--- src/source/gat_attn_pkg.sv ---
// gat attention package
// shared widths, element types, scaling and scheduler states for the
// attention coefficient datapath
`default_nettype none

package gat_attn_pkg;

  // ========================================
  // widths and limits
  // ========================================
  localparam int DATA_WIDTH    = 8;
  localparam int WH_DATA_WIDTH = 12;
  localparam int MAX_NODES     = 168;

  // right shift of S plus N before saturation to 8 bits
  localparam int COEF_SHIFT    = 11;

  // ========================================
  // datapath types
  // ========================================
  typedef logic signed [DATA_WIDTH-1:0]    attn_w_t;
  typedef logic signed [WH_DATA_WIDTH-1:0] wh_elem_t;

  // 20-bit products, 16 of them, then S plus N
  typedef logic signed [25:0]              dmvm_acc_t;

  typedef logic [DATA_WIDTH-1:0]           coef_t;
  typedef logic [7:0]                      num_node_t;

  typedef enum logic [1:0] {
    IDLE,
    ISSUE,
    WAIT_ROOM
  } pipe_state_e;

endpackage

`default_nettype wire

--- src/source/coef_fifo.sv ---
// coefficient FIFO
// first-word fall-through buffer for coefficients, with a headroom flag
// that covers every row still inside the pipeline
`timescale 1ns/1ps
`default_nettype none

module coef_fifo #(
  parameter int COEF_FF_DEPTH = 16,
  parameter int PIPE_DEPTH    = 9
) (
  input  logic                clk,
  input  logic                rst_n,
  input  logic                wr_i,
  input  gat_attn_pkg::coef_t din_i,
  input  logic                rd_i,
  output gat_attn_pkg::coef_t dout_o,
  output logic                empty_o,
  output logic                room_o
);
  import gat_attn_pkg::*;

  localparam int PTR_W = (COEF_FF_DEPTH > 1) ? $clog2(COEF_FF_DEPTH) : 1;
  localparam int CNT_W = $clog2(COEF_FF_DEPTH + 1);

  coef_t            mem [COEF_FF_DEPTH];
  logic [PTR_W-1:0] wr_ptr_q;
  logic [PTR_W-1:0] rd_ptr_q;
  logic [CNT_W-1:0] count_q;
  logic             do_rd;

  assign do_rd   = rd_i && !empty_o;
  assign empty_o = (count_q == '0);
  assign dout_o  = mem[rd_ptr_q];
  assign room_o  = (count_q <= CNT_W'(COEF_FF_DEPTH - PIPE_DEPTH));

  always_ff @(posedge clk) begin
    if (wr_i) begin
      mem[wr_ptr_q] <= din_i;
    end
  end

  always_ff @(posedge clk or negedge rst_n) begin
    if (!rst_n) begin
      wr_ptr_q <= '0;
      rd_ptr_q <= '0;
      count_q  <= '0;
    end else begin
      if (wr_i) begin
        wr_ptr_q <= (wr_ptr_q == PTR_W'(COEF_FF_DEPTH-1)) ? '0 : wr_ptr_q + 1'b1;
      end
      if (do_rd) begin
        rd_ptr_q <= (rd_ptr_q == PTR_W'(COEF_FF_DEPTH-1)) ? '0 : rd_ptr_q + 1'b1;
      end
      case ({wr_i, do_rd})
        2'b10:   count_q <= count_q + 1'b1;
        2'b01:   count_q <= count_q - 1'b1;
        default: count_q <= count_q;
      endcase
    end
  end

  a_no_overflow: assert property (@(posedge clk) disable iff (!rst_n)
    wr_i |-> count_q != CNT_W'(COEF_FF_DEPTH))
    else $error("coef_fifo: write while full");

  a_no_underflow: assert property (@(posedge clk) disable iff (!rst_n)
    rd_i |-> !empty_o)
    else $error("coef_fifo: read while empty");

endmodule

`default_nettype wire

--- config.mk ---
export PLATFORM = sky130hd
export DESIGN_NAME = coef_fifo
export DESIGN_NICKNAME = d
export VERILOG_FILES = /design/src/source/gat_attn_pkg.sv /design/src/source/coef_fifo.sv
export SDC_FILE = /design/constraint.sdc
export NUM_CORES = 1
export LEC_CHECK = 0
export BUFFER_PORTS_ARGS = -buffer_cell sky130_fd_sc_hd__buf_4
export CORE_ASPECT_RATIO = 0.6
export CORE_MARGIN = 2
export CORE_UTILIZATION = 45
export CTS_BUF_LIST = sky130_fd_sc_hd__clkbuf_4
export DETAILED_ROUTE_END_ITERATION = 10
export PLACE_DENSITY_LB_ADDON = 0.15
export SLEW_MARGIN = 20
export SYNTH_ARGS = -nofsm -noshare
export SYNTH_HDL_FRONTEND = slang
export SYNTH_SLANG_ARGS = --single-unit
--- constraint.sdc ---
create_clock -name clk -period 7.9 [get_ports clk]
set_clock_uncertainty 0.1 [all_clocks]
set_input_delay 0.79 -clock clk [delete_from_list [all_inputs] [get_ports clk]]
set_output_delay 0.79 -clock clk [all_outputs]
set_load 0.03 [all_outputs]
Yosys cells after proc, flatten, opt, wreduce, memory -nomap -nowiden
Memories as Yosys holds them, arrays and structs flattened.
Cells that the tools add are included.
W data, S select, Z words.

word-level totals
  output and inout port bits = 10
  register bits = 13
  word-level logic and storage cells = 22
  input bits = 12
  RAM bits = 128
  memories kept = 1

operators by class
  $lt $le $gt $ge = 1
  $add $sub $neg = 4
  equality and inequality tests = 4
  multiplexer cells = 5
  reduce and logical (&&, ||, !) cells = 4

memory list
  name  words  width  rd ports  clocked after memory_dff  write ports  line             RTL
  mem   16     8      1         0                         1            coef_fifo.sv:25  coef_t mem [COEF_FF_DEPTH];

operators with widths
  operator               number
  $pmux W5 S2            1
  $add A4 B1 Y4 const B  2
  $eq A4 B4 Y1 const B   2
  $mux W4                2
  $add A5 B1 Y5 const B  1
  $le A5 B3 Y1 const B   1
  $logic_not A5 Y1       1
  $sub A5 B1 Y5 const B  1
  $eq A2 B1 Y1 const B   1
  $eq A2 B2 Y1 const B   1
  $mux W1                2
  $reduce_bool A2 Y1     1
  $logic_and A1 B1 Y1    1
  $logic_not A1 Y1       1

Longest topological paths before layout
  depth after elaboration = 5
  mapped depth = 10
  depth with buffers taken out = 10

Least setup slack after synthesis
Ideal clock, no wire load.

  path type = input-to-reg
  from = input rd_i
  to = register count_q[4]
  data arrival time = 2.475 ns
  setup time = 0.123 ns
  stages = 9
  path slack = 5.202 ns
  path through = o41a_1 ha_1 inv_1 fa_1 nor2b_1 o21ai_0 nand3_1 or3b_1 xnor2_1

between the ends
  longest elaborated chain between the ends = 3
  elaborated cells on any way between the ends = 5
  those cells by class = eq/ne: 2; mux: 1; reduce/logical: 2

RTL lines
  what                                               line             RTL
  start, declared                                    coef_fifo.sv:15  input logic rd_i,
  $logic_and A1 B1 Y1 (*)                            coef_fifo.sv:31  assign do_rd = rd_i && !empty_o;
  $eq A2 B1 Y1 or $eq A2 B2 Y1 (tied branches)       coef_fifo.sv:54  case ({wr_i, do_rd})
  $pmux W5 S2 or $reduce_bool A2 Y1 (tied branches)  --
  end signal, assigned                               coef_fifo.sv:55  2'b10: count_q <= count_q + 1'b1;
  end signal, assigned                               coef_fifo.sv:56  2'b01: count_q <= count_q - 1'b1;
  end signal, assigned                               coef_fifo.sv:57  default: count_q <= count_q;
  end, declared                                      coef_fifo.sv:28  logic [CNT_W-1:0] count_q;

Every way passes the cells marked *; elsewhere a longest branch is shown, timed or not.
A chain may end at the register's enable or synchronous reset.

Worst setup path after layout
  from = register rd_ptr_q[0]
  to = output dout_o[5]

between the ends
  longest elaborated chain between the ends = 1

RTL lines
  what                    line             RTL
  start, declared         coef_fifo.sv:27  logic [PTR_W-1:0] rd_ptr_q;
  start signal, assigned  coef_fifo.sv:52  rd_ptr_q <= (rd_ptr_q == PTR_W'(COEF_FF_DEPTH-1)) ? '0 : rd_ptr_q + 1'b1;
  $mem_v2 Z16 W8          --
  end, declared           coef_fifo.sv:16  output gat_attn_pkg::coef_t dout_o,

No other way between the ends.

==> metrics.txt <==
CP Capture Type=primary output; Pleak=around 2.2 nW; Sink Count=about 140; setup TNS=0 ns; Root Buffer=clkbuf_4; DR vias=roughly 2900; synth-to-layout area growth=9.90%; worst hold start=count_q[4]$_DFFE_PN0P_; Post-CTS Resized=0; critical path launch point type=register; status=finished, final reports clean; post-synthesis instance total=between 300 and 400; deepest clock path buffer count=2; initial antenna violation count=0; Worst Path Arrival=approximately 3.1 ns; GRT Overall Usage=0.183; Synth Register Bits=approximately 140; critical path peak fanout=31; Met3 Wirelength=774 um; Post-Syn Area per Cell=between 15 and 20 sq um; pwr/cell area=roughly 350 nW/um^2; largest area contributor in the netlist=edfxtp_1; Post-Syn Area=just under 6000 sq um; Synth area leaders=edfxtp_1, mux4_2, dfrtp_1, mux2_4, o221ai_2; layout cells sized above 1=0.289; cell with the most instances after synthesis=edfxtp_1; initial DRC count=268; HPWL Detailed=7880 um; worst vdd ir=0.169 mV; Crit path buffers/inverters=1; die height=slightly above 90 um; Worst EP required=between 7 and 8 ns; final hold violation count=0; Post-synth top flop=edfxtp_1; CP max-delay cell=dfrtp_2; Die Area=roughly 14000 sq um; Critical Path Max Stage Delay=1.02 ns; total core area=between 10000 and 15000 sq um; drc violations=0; Final Cycle Share=0.498; CTS tree=yes; H-tree depth=4; MaxCap Viol Count=0; share of synthesized flip-flops with an asynchronous set or reset=0.0922; CP Launch Point=rd_ptr_q[0]$_DFFE_PN0N_; Synthesized Nets=approximately 340; port bufs=21; DRT Wirelength=approximately 12000 um; NumNets Final=between 300 and 400; Inserted Diodes=0; mean routed wirelength per cell=~23 um; grt ovf=0; clock-pin slew on the worst setup and hold paths=~0.11 ns; min Tclk post-route=about 3.9 ns; max-slew violation count=0; crit-path cells=nand2_2, o221ai_2, o21ai_1, a221o_1, buf_4; number of fill cells=roughly 1100; first-pass iteration count of the detailed router=4; Post-synth EDFFs=about 130; Antenna Nets Post-Route=0; Post-CTS Setup Bufs=0; count of endpoints failing setup in the final report=0; uppermost routed layer=met4; hold crit path type=register to register; Routability Congestion=~0.78; io pins=22; max_slew headroom=0.319; CTS Buf Count=17; post-synthesis cell type count=39; synth cell count leaders=edfxtp_1, mux4_2, inv_1, dfrtp_1, and2_1; critical path class=register to primary output; Crit path max-delay family=flip-flops; Die W=between 150 and 200 um; Synth top area share=0.650; routed wl met2=about 5300 um; R2R Path Start=count_q[3]$_DFFE_PN0P_; later-pin clock latency in the skew report=0.52 ns; fin util=0.506; vias per cell=5.38; initial core utilization=0.460; worst-margin pin slew=around 1.0 ns; largest net degree at the start of global routing=37; Row Count=32; fmax=254 MHz; Synth Warn #=0; met1 wire length=5740 um; vias in the first global route=slightly below 3000; RSZ-0062 raised after global routing=no; wire length of the first global-routing pass=between 15000 and 20000 um; sequential-to-total area share from yosys stat=0.705
==> per-stage QoR <==
stage	instance area, sq um	hold slack [ns]	worst slack, ns	power [mW]	cells
global route	6500	0.391	3.66	2.44	530
finish	6500	0.380	3.96	2.31	530
floorplan	5920	0.337	5.20	1.63	319
global placement	6200	0.355	4.49	1.85	497
detailed placement	6200	0.371	4.45	1.86	497
CTS	6500	0.379	3.85	2.34	530
==> path summary, 6_finish.rpt <==
check | slack (ns) | cells after the start | end
worst min-delay path | 0.38 | 1 | count_q[4]$_DFFE_PN0P_
min in group asynchronous | 0.55 | 2 | count_q[3]$_DFFE_PN0P_
worst max register to register | 5.00 | 9 | count_q[4]$_DFFE_PN0P_
worst min register to register | 0.38 | 1 | count_q[4]$_DFFE_PN0P_
worst max-delay path | 3.96 | 5 | dout_o[5]
max in group asynchronous | 6.96 | 2 | rd_ptr_q[1]$_DFFE_PN0N_
==> cell families (layout without fill, tap and decap cells) <==
logic type	after synthesis	after routing	share of synthesized area
DFF	141	141	0.705
xor gates and xnor gates	7	7	0.0104
and+or+nand+nor	49	49	0.0461
muxes	42	42	0.132
buffers and inverters	31	72	0.0296
adders and majority gates	10	10	0.0224
AOI/OAI and AO/OA	39	39	0.0550
==> layer usage <==
| layer | global-route usage | up-vias |
|---|---|---|
| li1 | - | 1318 |
| met1 | 0.281 | 1464 |
| met2 | 0.260 | 64 |
| met3 | 0.0360 | 4 |
| met4 | 0.0654 | 0 |
| met5 | 0 | - |
==> timing repair <==
action	in CTS	in global routing
hold buffers	1	0
endpoints found under the setup margin	0	0
hold endpoints to repair	13	0
==> power breakdown <==
group,internal (mW),switching (mW),total (mW)
Clock,0.223,0.258,0.480
Combinational,0.365,0.429,0.793
Sequential,0.908,0.126,1.03
Total,1.50,0.813,2.31
==> sequential cells by signal, summed over array words and instances, names as in the netlist <==
| name | cells |
|---|---|
| wr_ptr_q | 4 |
| mem | 128 |
| count_q | 5 |
| rd_ptr_q | 4 |
==> cell type report <==
| type | count | area [sq um] | share of cell area |
|---|---|---|---|
| Sequential cell | 141 | 4170 | 0.642 |
| Multi-Input combinational cell | 147 | 1580 | 0.243 |
| Tap cell | 170 | 213 | 0.0327 |
| Timing Repair Buffer | 24 | 183 | 0.0281 |
| Clock inverter | 13 | 150 | 0.0231 |
| Clock buffer | 19 | 143 | 0.0219 |
| Inverter | 16 | 60.1 | 0.00924 |
==> placed cells by master (no fill, tap or decap), types with 4 or more instances in the layout <==
cell	netlist	layout
a221o_1	8	8
o21ai_1	8	8
mux4_2	24	24
o21ai_0	8	8
nor2b_1	9	9
buf_4	2	23
mux2_4	10	10
ha_1	9	9
edfxtp_1	128	128
mux2_2	5	5
a21oi_1	4	4
clkbuf_4	0	19
o221ai_2	8	8
clkinvlp_4	0	4
xnor2_1	5	5
nor2_1	4	4
inv_1	16	16
dfrtp_1	13	11
nand2_1	10	10
and2_1	12	12
Power figures use the tool's default switching activity.
