`src/source/gat_attn_pkg.sv`:
```
// gat attention package
// shared widths, element types, scaling and scheduler states for the
// attention coefficient datapath
`default_nettype none

package gat_attn_pkg;

  // ========================================
  // widths and limits
  // ========================================
  localparam int DATA_WIDTH    = 8;
  localparam int WH_DATA_WIDTH = 12;
  localparam int MAX_NODES     = 168;

  // right shift of S plus N before saturation to 8 bits
  localparam int COEF_SHIFT    = 11;

  // ========================================
  // datapath types
  // ========================================
  typedef logic signed [DATA_WIDTH-1:0]    attn_w_t;
  typedef logic signed [WH_DATA_WIDTH-1:0] wh_elem_t;

  // 20-bit products, 16 of them, then S plus N
  typedef logic signed [25:0]              dmvm_acc_t;

  typedef logic [DATA_WIDTH-1:0]           coef_t;
  typedef logic [7:0]                      num_node_t;

  typedef enum logic [1:0] {
    IDLE,
    ISSUE,
    WAIT_ROOM
  } pipe_state_e;

endpackage

`default_nettype wire

```
`src/source/wh_stream_if.sv`:
```
// wh row stream
// one projected feature row per strobe, scheduler to attention pipeline
`timescale 1ns/1ps
`default_nettype none

interface wh_stream_if #(
  parameter int NUM_FEATURE_OUT = 16
);
  import gat_attn_pkg::*;

  logic                                vld;
  wh_elem_t [NUM_FEATURE_OUT-1:0]      row;
  // first row of a subgraph carries the source node
  logic                                src_flag;
  logic                                last;

  modport sender   (output vld, row, src_flag, last);
  modport receiver (input  vld, row, src_flag, last);

endinterface

`default_nettype wire

```
`src/source/subgraph_scheduler.sv`:
```
// subgraph scheduler
// walks the rows of one subgraph in the row buffer, tags the source and
// final rows, and holds off while the coefficient FIFO lacks headroom
`timescale 1ns/1ps
`default_nettype none

module subgraph_scheduler #(
  parameter int NUM_FEATURE_OUT = 16,
  parameter int WH_DEPTH        = 64
) (
  input  logic                                          clk,
  input  logic                                          rst_n,
  input  logic                                          start_i,
  input  logic [$clog2(WH_DEPTH)-1:0]                   base_addr_i,
  input  gat_attn_pkg::num_node_t                       num_node_i,
  input  logic                                          room_i,
  output logic                                          busy_o,
  output logic                                          rd_en_o,
  output logic [$clog2(WH_DEPTH)-1:0]                   rd_addr_o,
  input  gat_attn_pkg::wh_elem_t [NUM_FEATURE_OUT-1:0]  rd_row_i,
  wh_stream_if.sender                                   wh_o
);
  import gat_attn_pkg::*;

  localparam int ADDR_W = $clog2(WH_DEPTH);

  pipe_state_e       state_q;
  num_node_t         num_q;
  num_node_t         cnt_q;
  logic [ADDR_W-1:0] base_q;
  logic              issue;
  logic              issue_last;
  logic              vld_q;
  logic              src_q;
  logic              last_q;

  // one buffer read per cycle while the FIFO has room
  assign issue      = (state_q == ISSUE) && room_i;
  assign issue_last = issue && (cnt_q == num_q - 1'b1);

  assign rd_en_o   = issue;
  assign rd_addr_o = base_q + ADDR_W'(cnt_q);
  assign busy_o    = (state_q != IDLE);

  always_ff @(posedge clk or negedge rst_n) begin
    if (!rst_n) begin
      state_q <= IDLE;
      num_q   <= '0;
      cnt_q   <= '0;
      base_q  <= '0;
    end else begin
      case (state_q)
        IDLE: begin
          if (start_i) begin
            num_q   <= num_node_i;
            base_q  <= base_addr_i;
            cnt_q   <= '0;
            state_q <= ISSUE;
          end
        end
        ISSUE: begin
          if (!room_i) begin
            state_q <= WAIT_ROOM;
          end else if (issue_last) begin
            state_q <= IDLE;
          end else begin
            cnt_q <= cnt_q + 1'b1;
          end
        end
        WAIT_ROOM: begin
          if (room_i) begin
            state_q <= ISSUE;
          end
        end
        default: state_q <= IDLE;
      endcase
    end
  end

  // ========================================
  // align control with buffer read data
  // ========================================
  always_ff @(posedge clk or negedge rst_n) begin
    if (!rst_n) begin
      vld_q  <= 1'b0;
      src_q  <= 1'b0;
      last_q <= 1'b0;
    end else begin
      vld_q  <= issue;
      src_q  <= issue && (cnt_q == '0);
      last_q <= issue_last;
    end
  end

  assign wh_o.vld      = vld_q;
  assign wh_o.row      = rd_row_i;
  assign wh_o.src_flag = src_q;
  assign wh_o.last     = last_q;

  a_num_node: assert property (@(posedge clk) disable iff (!rst_n)
    (start_i && state_q == IDLE) |-> (num_node_i >= 1 && num_node_i <= MAX_NODES))
    else $error("subgraph_scheduler: node count out of range at start");

endmodule

`default_nettype wire

```
`src/flat_wrapper.sv`:
```
// flat-port wrapper written by rule: the top's interface ports become plain ports
module subgraph_scheduler_flat import gat_attn_pkg::*;
#(
  parameter int NUM_FEATURE_OUT = 16,
  parameter int WH_DEPTH        = 64
)
  (clk, rst_n, start_i, base_addr_i, num_node_i, room_i, busy_o, rd_en_o, rd_addr_o, rd_row_i, wh_o_vld, wh_o_row, wh_o_src_flag, wh_o_last);
  wh_stream_if #(.NUM_FEATURE_OUT(NUM_FEATURE_OUT)) wh_o_i ();
  input  logic clk;
  input  logic rst_n;
  input  logic start_i;
  input  logic [$clog2(WH_DEPTH)-1:0] base_addr_i;
  input  gat_attn_pkg::num_node_t num_node_i;
  input  logic room_i;
  output logic busy_o;
  output logic rd_en_o;
  output logic [$clog2(WH_DEPTH)-1:0] rd_addr_o;
  input  gat_attn_pkg::wh_elem_t [NUM_FEATURE_OUT-1:0] rd_row_i;
  output wire logic [$bits(wh_o_i.vld)-1:0] wh_o_vld;
  output wire logic [$bits(wh_o_i.row)-1:0] wh_o_row;
  output wire logic [$bits(wh_o_i.src_flag)-1:0] wh_o_src_flag;
  output wire logic [$bits(wh_o_i.last)-1:0] wh_o_last;
  assign wh_o_vld = wh_o_i.vld;
  assign wh_o_row = wh_o_i.row;
  assign wh_o_src_flag = wh_o_i.src_flag;
  assign wh_o_last = wh_o_i.last;
  subgraph_scheduler #(.NUM_FEATURE_OUT(NUM_FEATURE_OUT), .WH_DEPTH(WH_DEPTH)) u_core (.clk(clk), .rst_n(rst_n), .start_i(start_i), .base_addr_i(base_addr_i), .num_node_i(num_node_i), .room_i(room_i), .busy_o(busy_o), .rd_en_o(rd_en_o), .rd_addr_o(rd_addr_o), .rd_row_i(rd_row_i), .wh_o(wh_o_i));
endmodule
```
`config.mk`:
```
export PLATFORM = sky130hd
export DESIGN_NAME = subgraph_scheduler_flat
export DESIGN_NICKNAME = d
export VERILOG_FILES = /design/src/source/gat_attn_pkg.sv /design/src/source/wh_stream_if.sv /design/src/source/subgraph_scheduler.sv /design/src/flat_wrapper.sv
export SDC_FILE = /design/constraint.sdc
export NUM_CORES = 1
export LEC_CHECK = 0
export ABC_AREA = 1
export BUFFER_PORTS_ARGS = -buffer_cell sky130_fd_sc_hd__buf_2
export CAP_MARGIN = 15
export CORE_AREA = 2 2 160 162
export DETAILED_ROUTE_END_ITERATION = 6
export DIE_AREA = 0 0 162 164
export SLEW_MARGIN = 20
export SYNTH_ARGS = -nofsm -noshare
export SYNTH_HDL_FRONTEND = slang
export SYNTH_SLANG_ARGS = --single-unit
```
`constraint.sdc`:
```
create_clock -name clk -period 2.3 [get_ports clk]
set_input_delay 0.345 -clock clk [delete_from_list [all_inputs] [get_ports clk]]
set_output_delay 0.345 -clock clk [all_outputs]
set_load 0.02 [all_outputs]
```
== After elaboration in Yosys (flattened, before gate mapping) ==
Cells that the tools add are included.

* Flip-flop bits (word level): 27
* Bits of input ports: 210
* Output and inout bits: 203
* Logic and storage cells: 37

* Add/sub/neg operators: 3
* Equal/unequal tests: 8
* Mux-type cells: 9
* Reductions and logical operators: 10

{| class="wikitable"
|+ Operators with widths
! operator !! number
|-
| $mux 8 || 3
|-
| $pmux 8 s2 || 1
|-
| $add 8x1->8 const B || 1
|-
| $eq 8x8->1 || 1
|-
| $logic_not 8->1 || 1
|-
| $mux 2 || 4
|-
| $ne 2x2->1 const B || 4
|-
| $sub 8x1->8 const B || 1
|-
| $add 6x6->6 || 1
|-
| $pmux 2 s3 || 1
|-
| $reduce_and 4->1 || 1
|-
| $reduce_bool 2->1 || 2
|-
| $logic_and 1x1->1 || 3
|-
| $ne 3x2->1 const B || 1
|-
| $reduce_and 3->1 || 1
|-
| $eq 2x1->1 const B || 1
|-
| $eq 2x2->1 const B || 1
|-
| $logic_not 2->1 || 1
|-
| $reduce_and 2->1 || 1
|}

== Logic depth before layout (Yosys ltp) ==
* Word-level depth: 6
* Mapped depth: 15
* Depth with buffers taken out: 15

== Least setup slack after synthesis ==
OpenSTA, ideal clock, no wires.

* Path type: reg2out
* From: reg u_core.cnt_q[0]
* To: out rd_addr_o[4]
* Arrival: 1,623 ps
* Data required time: 1,955 ps
* Path slack: 332 ps
* Cell stages (with the launch flop): 6
* Path buffers: 0
* Path through: dfrtp_1 ha_1 inv_1 fa_1 o21ai_0 xor2_1

* Word-level cells in the longest chain between the ends: 1

{| class="wikitable"
|+ Ends and longest elaborated chain
! element !! RTL line !! source
|-
| start, declared || subgraph_scheduler.sv:29 || <nowiki>num_node_t cnt_q;</nowiki>
|-
| start signal, assigned || subgraph_scheduler.sv:67 || <nowiki>cnt_q <= cnt_q + 1'b1;</nowiki>
|-
| $add 6x6->6 || subgraph_scheduler.sv:42 || <nowiki>assign rd_addr_o = base_q + ADDR_W'(cnt_q);</nowiki>
|-
| end, declared || flat_wrapper.sv:17 || <nowiki>output logic [$clog2(WH_DEPTH)-1:0] rd_addr_o;</nowiki>
|}

Every way passes these cells.

== Worst setup path after layout ==
* From: reg u_core.cnt_q[2]
* To: out rd_addr_o[5]

The elaborated chain is that of the path after synthesis.

==> flow_summary.ini <==
[outcome]
outcome = completed

[sta]
setup_tns_ns = 0
finalCritPeriodShare_pct = 94.3
rsz0062_at_grt = false
holdWs_ns = 0.102
min_period_ns = 2.17
setup_violations = 0
hold_viol_final = 0
fmax_mhz = 461
fin_skew_ns = 0.00371
maxSlewHeadroom_pct = 57.5
worst_pin_slew_ns = 0.637
drv_slew = 0

[synthesis]
synth_top_area_share_pct = 45.9
syn_inst = 414
synth.distinct_cells = 25
syn-num-nets = 633
avgSynthCellArea_um2 = 7.62
synth_seq_cells = 27
synth_area_leaders = buf_4 (46%), dfrtp_1 (21%), nand2_1 (6.8%)
ys_seq_area_share_pct = 21.4
yosysTopAreaCell = buf_4
yosysWarnings = 0
netlist_area_mm2 = 0.00315

[routing]
wl_met2_um = 4180
routed-wl-met3_um = 2360
final_antenna_net_count = 0
top_layer = met5
drt_pass1_iterations = 6
wl_met1_um = 2150
route.detailed.drc = 0
wl_per_cell_um = 16.4
via_count = 1751
drt-vias-per-instance = 3.01
routed_wirelength_um = 9520
first_iter_violations = 52

[clock_network]
path_clk_slew_ns = 0.07
clockBufferDepth = 2
clock-sinks = 27
ctsHtreeMaxLevel = 1
cts_root_buffer = clkbuf_16
cts_tree = yes
cts_made_buffers = 3
insertion_delay_ns = 0.26

[floorplan]
fp-row-count = 58
die_y_um = 164
initial_core_util_pct = 12.7
ios = 413
coreArea_mm2 = 0.0248
die_w_um = 162
die_area_mm2 = 0.0266

[pwr]
p_leak_nw = 1.06
pwr_density_cell_mw_per_mm2 = 1040
vdd_ir_drop_max_mv = 0.730
p_total_mw = 2.46

[critical_path]
startpoint_type = flop
end_kind = output pin
required_ns = 1.96
arrival_ns = 1.82
path_class = reg2out
cp_max_fo = 8

[global_routing]
grt_max_degree = 31
grt_overflow = 0
grt_pass1_vias = 1802
grt_pass1_wl_um = 12700
grt_antenna_before_repair = 0
track_usage_pct = 6.72

[hold_path]
hp-class = in2async

[run]
maxCapViolCount = 0

[layout]
fillers = 2917
layout_commonest_cell = nand2_1
most-common-layout-cells = nand2_1 (57), nor2_1 (30), buf_2 (27), inv_1 (26), dfrtp_1 (26)
num_antenna_cells = 0
drive_gt1_share_pct = 21.0
final_nets = 472
area_growth_pct = -25.2

[place]
port_buffers = 28
gp_congestion = 0.750
dpl.hpwl_um = 8140
cell type report:
type	count	area, µm²	share of cell area, %
sequential	27	677	28.7
clock buffer	4	78.8	3.34
timing repair buffer	30	158	6.68
tap	330	413	17.5
inverter	29	109	4.61
multi-input combinational	162	925	39.2
routing by layer:
layer,vias up,global-route usage [%]
met4,2,5.71
met2,170,10.4
li1,761,-
met5,-,0.758
met3,80,7.37
met1,738,4.24
cells in the mapped netlist:
master and n:
a21oi_1 10, nor4_1 2, clkinv_1 1, nor3b_1 2, nor2_2 4, xnor2_1 2
inv_1 26, nand4_1 2, inv_2 2, ha_1 8, clkbuf_1 2, nand2_1 57
nor2_1 30, mux2_2 7, fa_1 1, dfrtp_1 27, o21ai_0 4, xor2_1 9
nor2_8 1, nand3_1 19, nand2_2 1, nand3b_1 1, buf_2 1, nand2_4 2
buf_4 193
through the flow:
stage / cells / util (%) / setup slack [ns] / area [µm²]
floorplan: 414 / - / 0.332 / 3150
global placement: 578 / 9.11 / 0.288 / 2260
detailed placement: 578 / 9.11 / 0.271 / 2260
CTS: 582 / 9.44 / 0.00923 / 2340
global route: 582 / 9.51 / 0.00521 / 2360
finish: 582 / 9.51 / 0.130 / 2360
cells by family (layout without fill, tap and decap cells):
family                   count (synthesis)  in the layout  synth area share (%)
XOR/XNOR                                11             11                  3.05
flip-flops                              27             27                  21.4
adder cells (fa/ha/maj)                  9              9                  3.81
AO/OA/AOI/OAI                           14             14                  2.22
multiplexers                             7              7                  2.50
buffers and inverters                  225             63                  49.8
AND/OR/NAND/NOR                        121            121                  17.2
state kept, by name, summed over array words and instances (netlist names):
register,count
u_core.cnt_q,8
u_core.num_q,8
u_core.base_q,6
u_core.state_q,2
u_core.wh_o.last,1
u_core.wh_o.src_flag,1
u_core.wh_o.vld,1
critical path, stage by stage, from the launching register on:
cell and delay (ns):
dfrtp_2 0.46, ha_4 0.25, a21oi_1 0.14, nand2_1 0.10, a21oi_2 0.14, nor2_1 0.05
nor2_1 0.11, xor2_1 0.16, buf_4 0.16
where the power goes:
group / switching (mW) / internal [mW]
sequential: 0.143 / 0.643
clock: 0.161 / 0.237
combinational: 0.799 / 0.482
what timing repair did:
action,4_1_cts,5_1_grt
hold buffers,0,0
resized for setup,2,3
setup endpoints to repair,1,2
buffers inserted,0,0
path summary, 6_finish.rpt:
path                                    from                end  slack, ns  depth (start not counted)
setup / recovery             u_core.cnt_q[2]       rd_addr_o[5]       0.13                          8
hold / removal                         rst_n  u_core.state_q[1]       0.10                          1
setup reg to reg             u_core.num_q[0]    u_core.cnt_q[1]       0.37                         15
hold reg to reg            u_core.state_q[0]  u_core.state_q[0]       0.52                          1
max in group asynchronous              rst_n    u_core.cnt_q[2]       1.74                          1
min in group clk                      room_i  u_core.state_q[1]       0.30                          2
No activity file was read; power rests on OpenSTA's default activity.
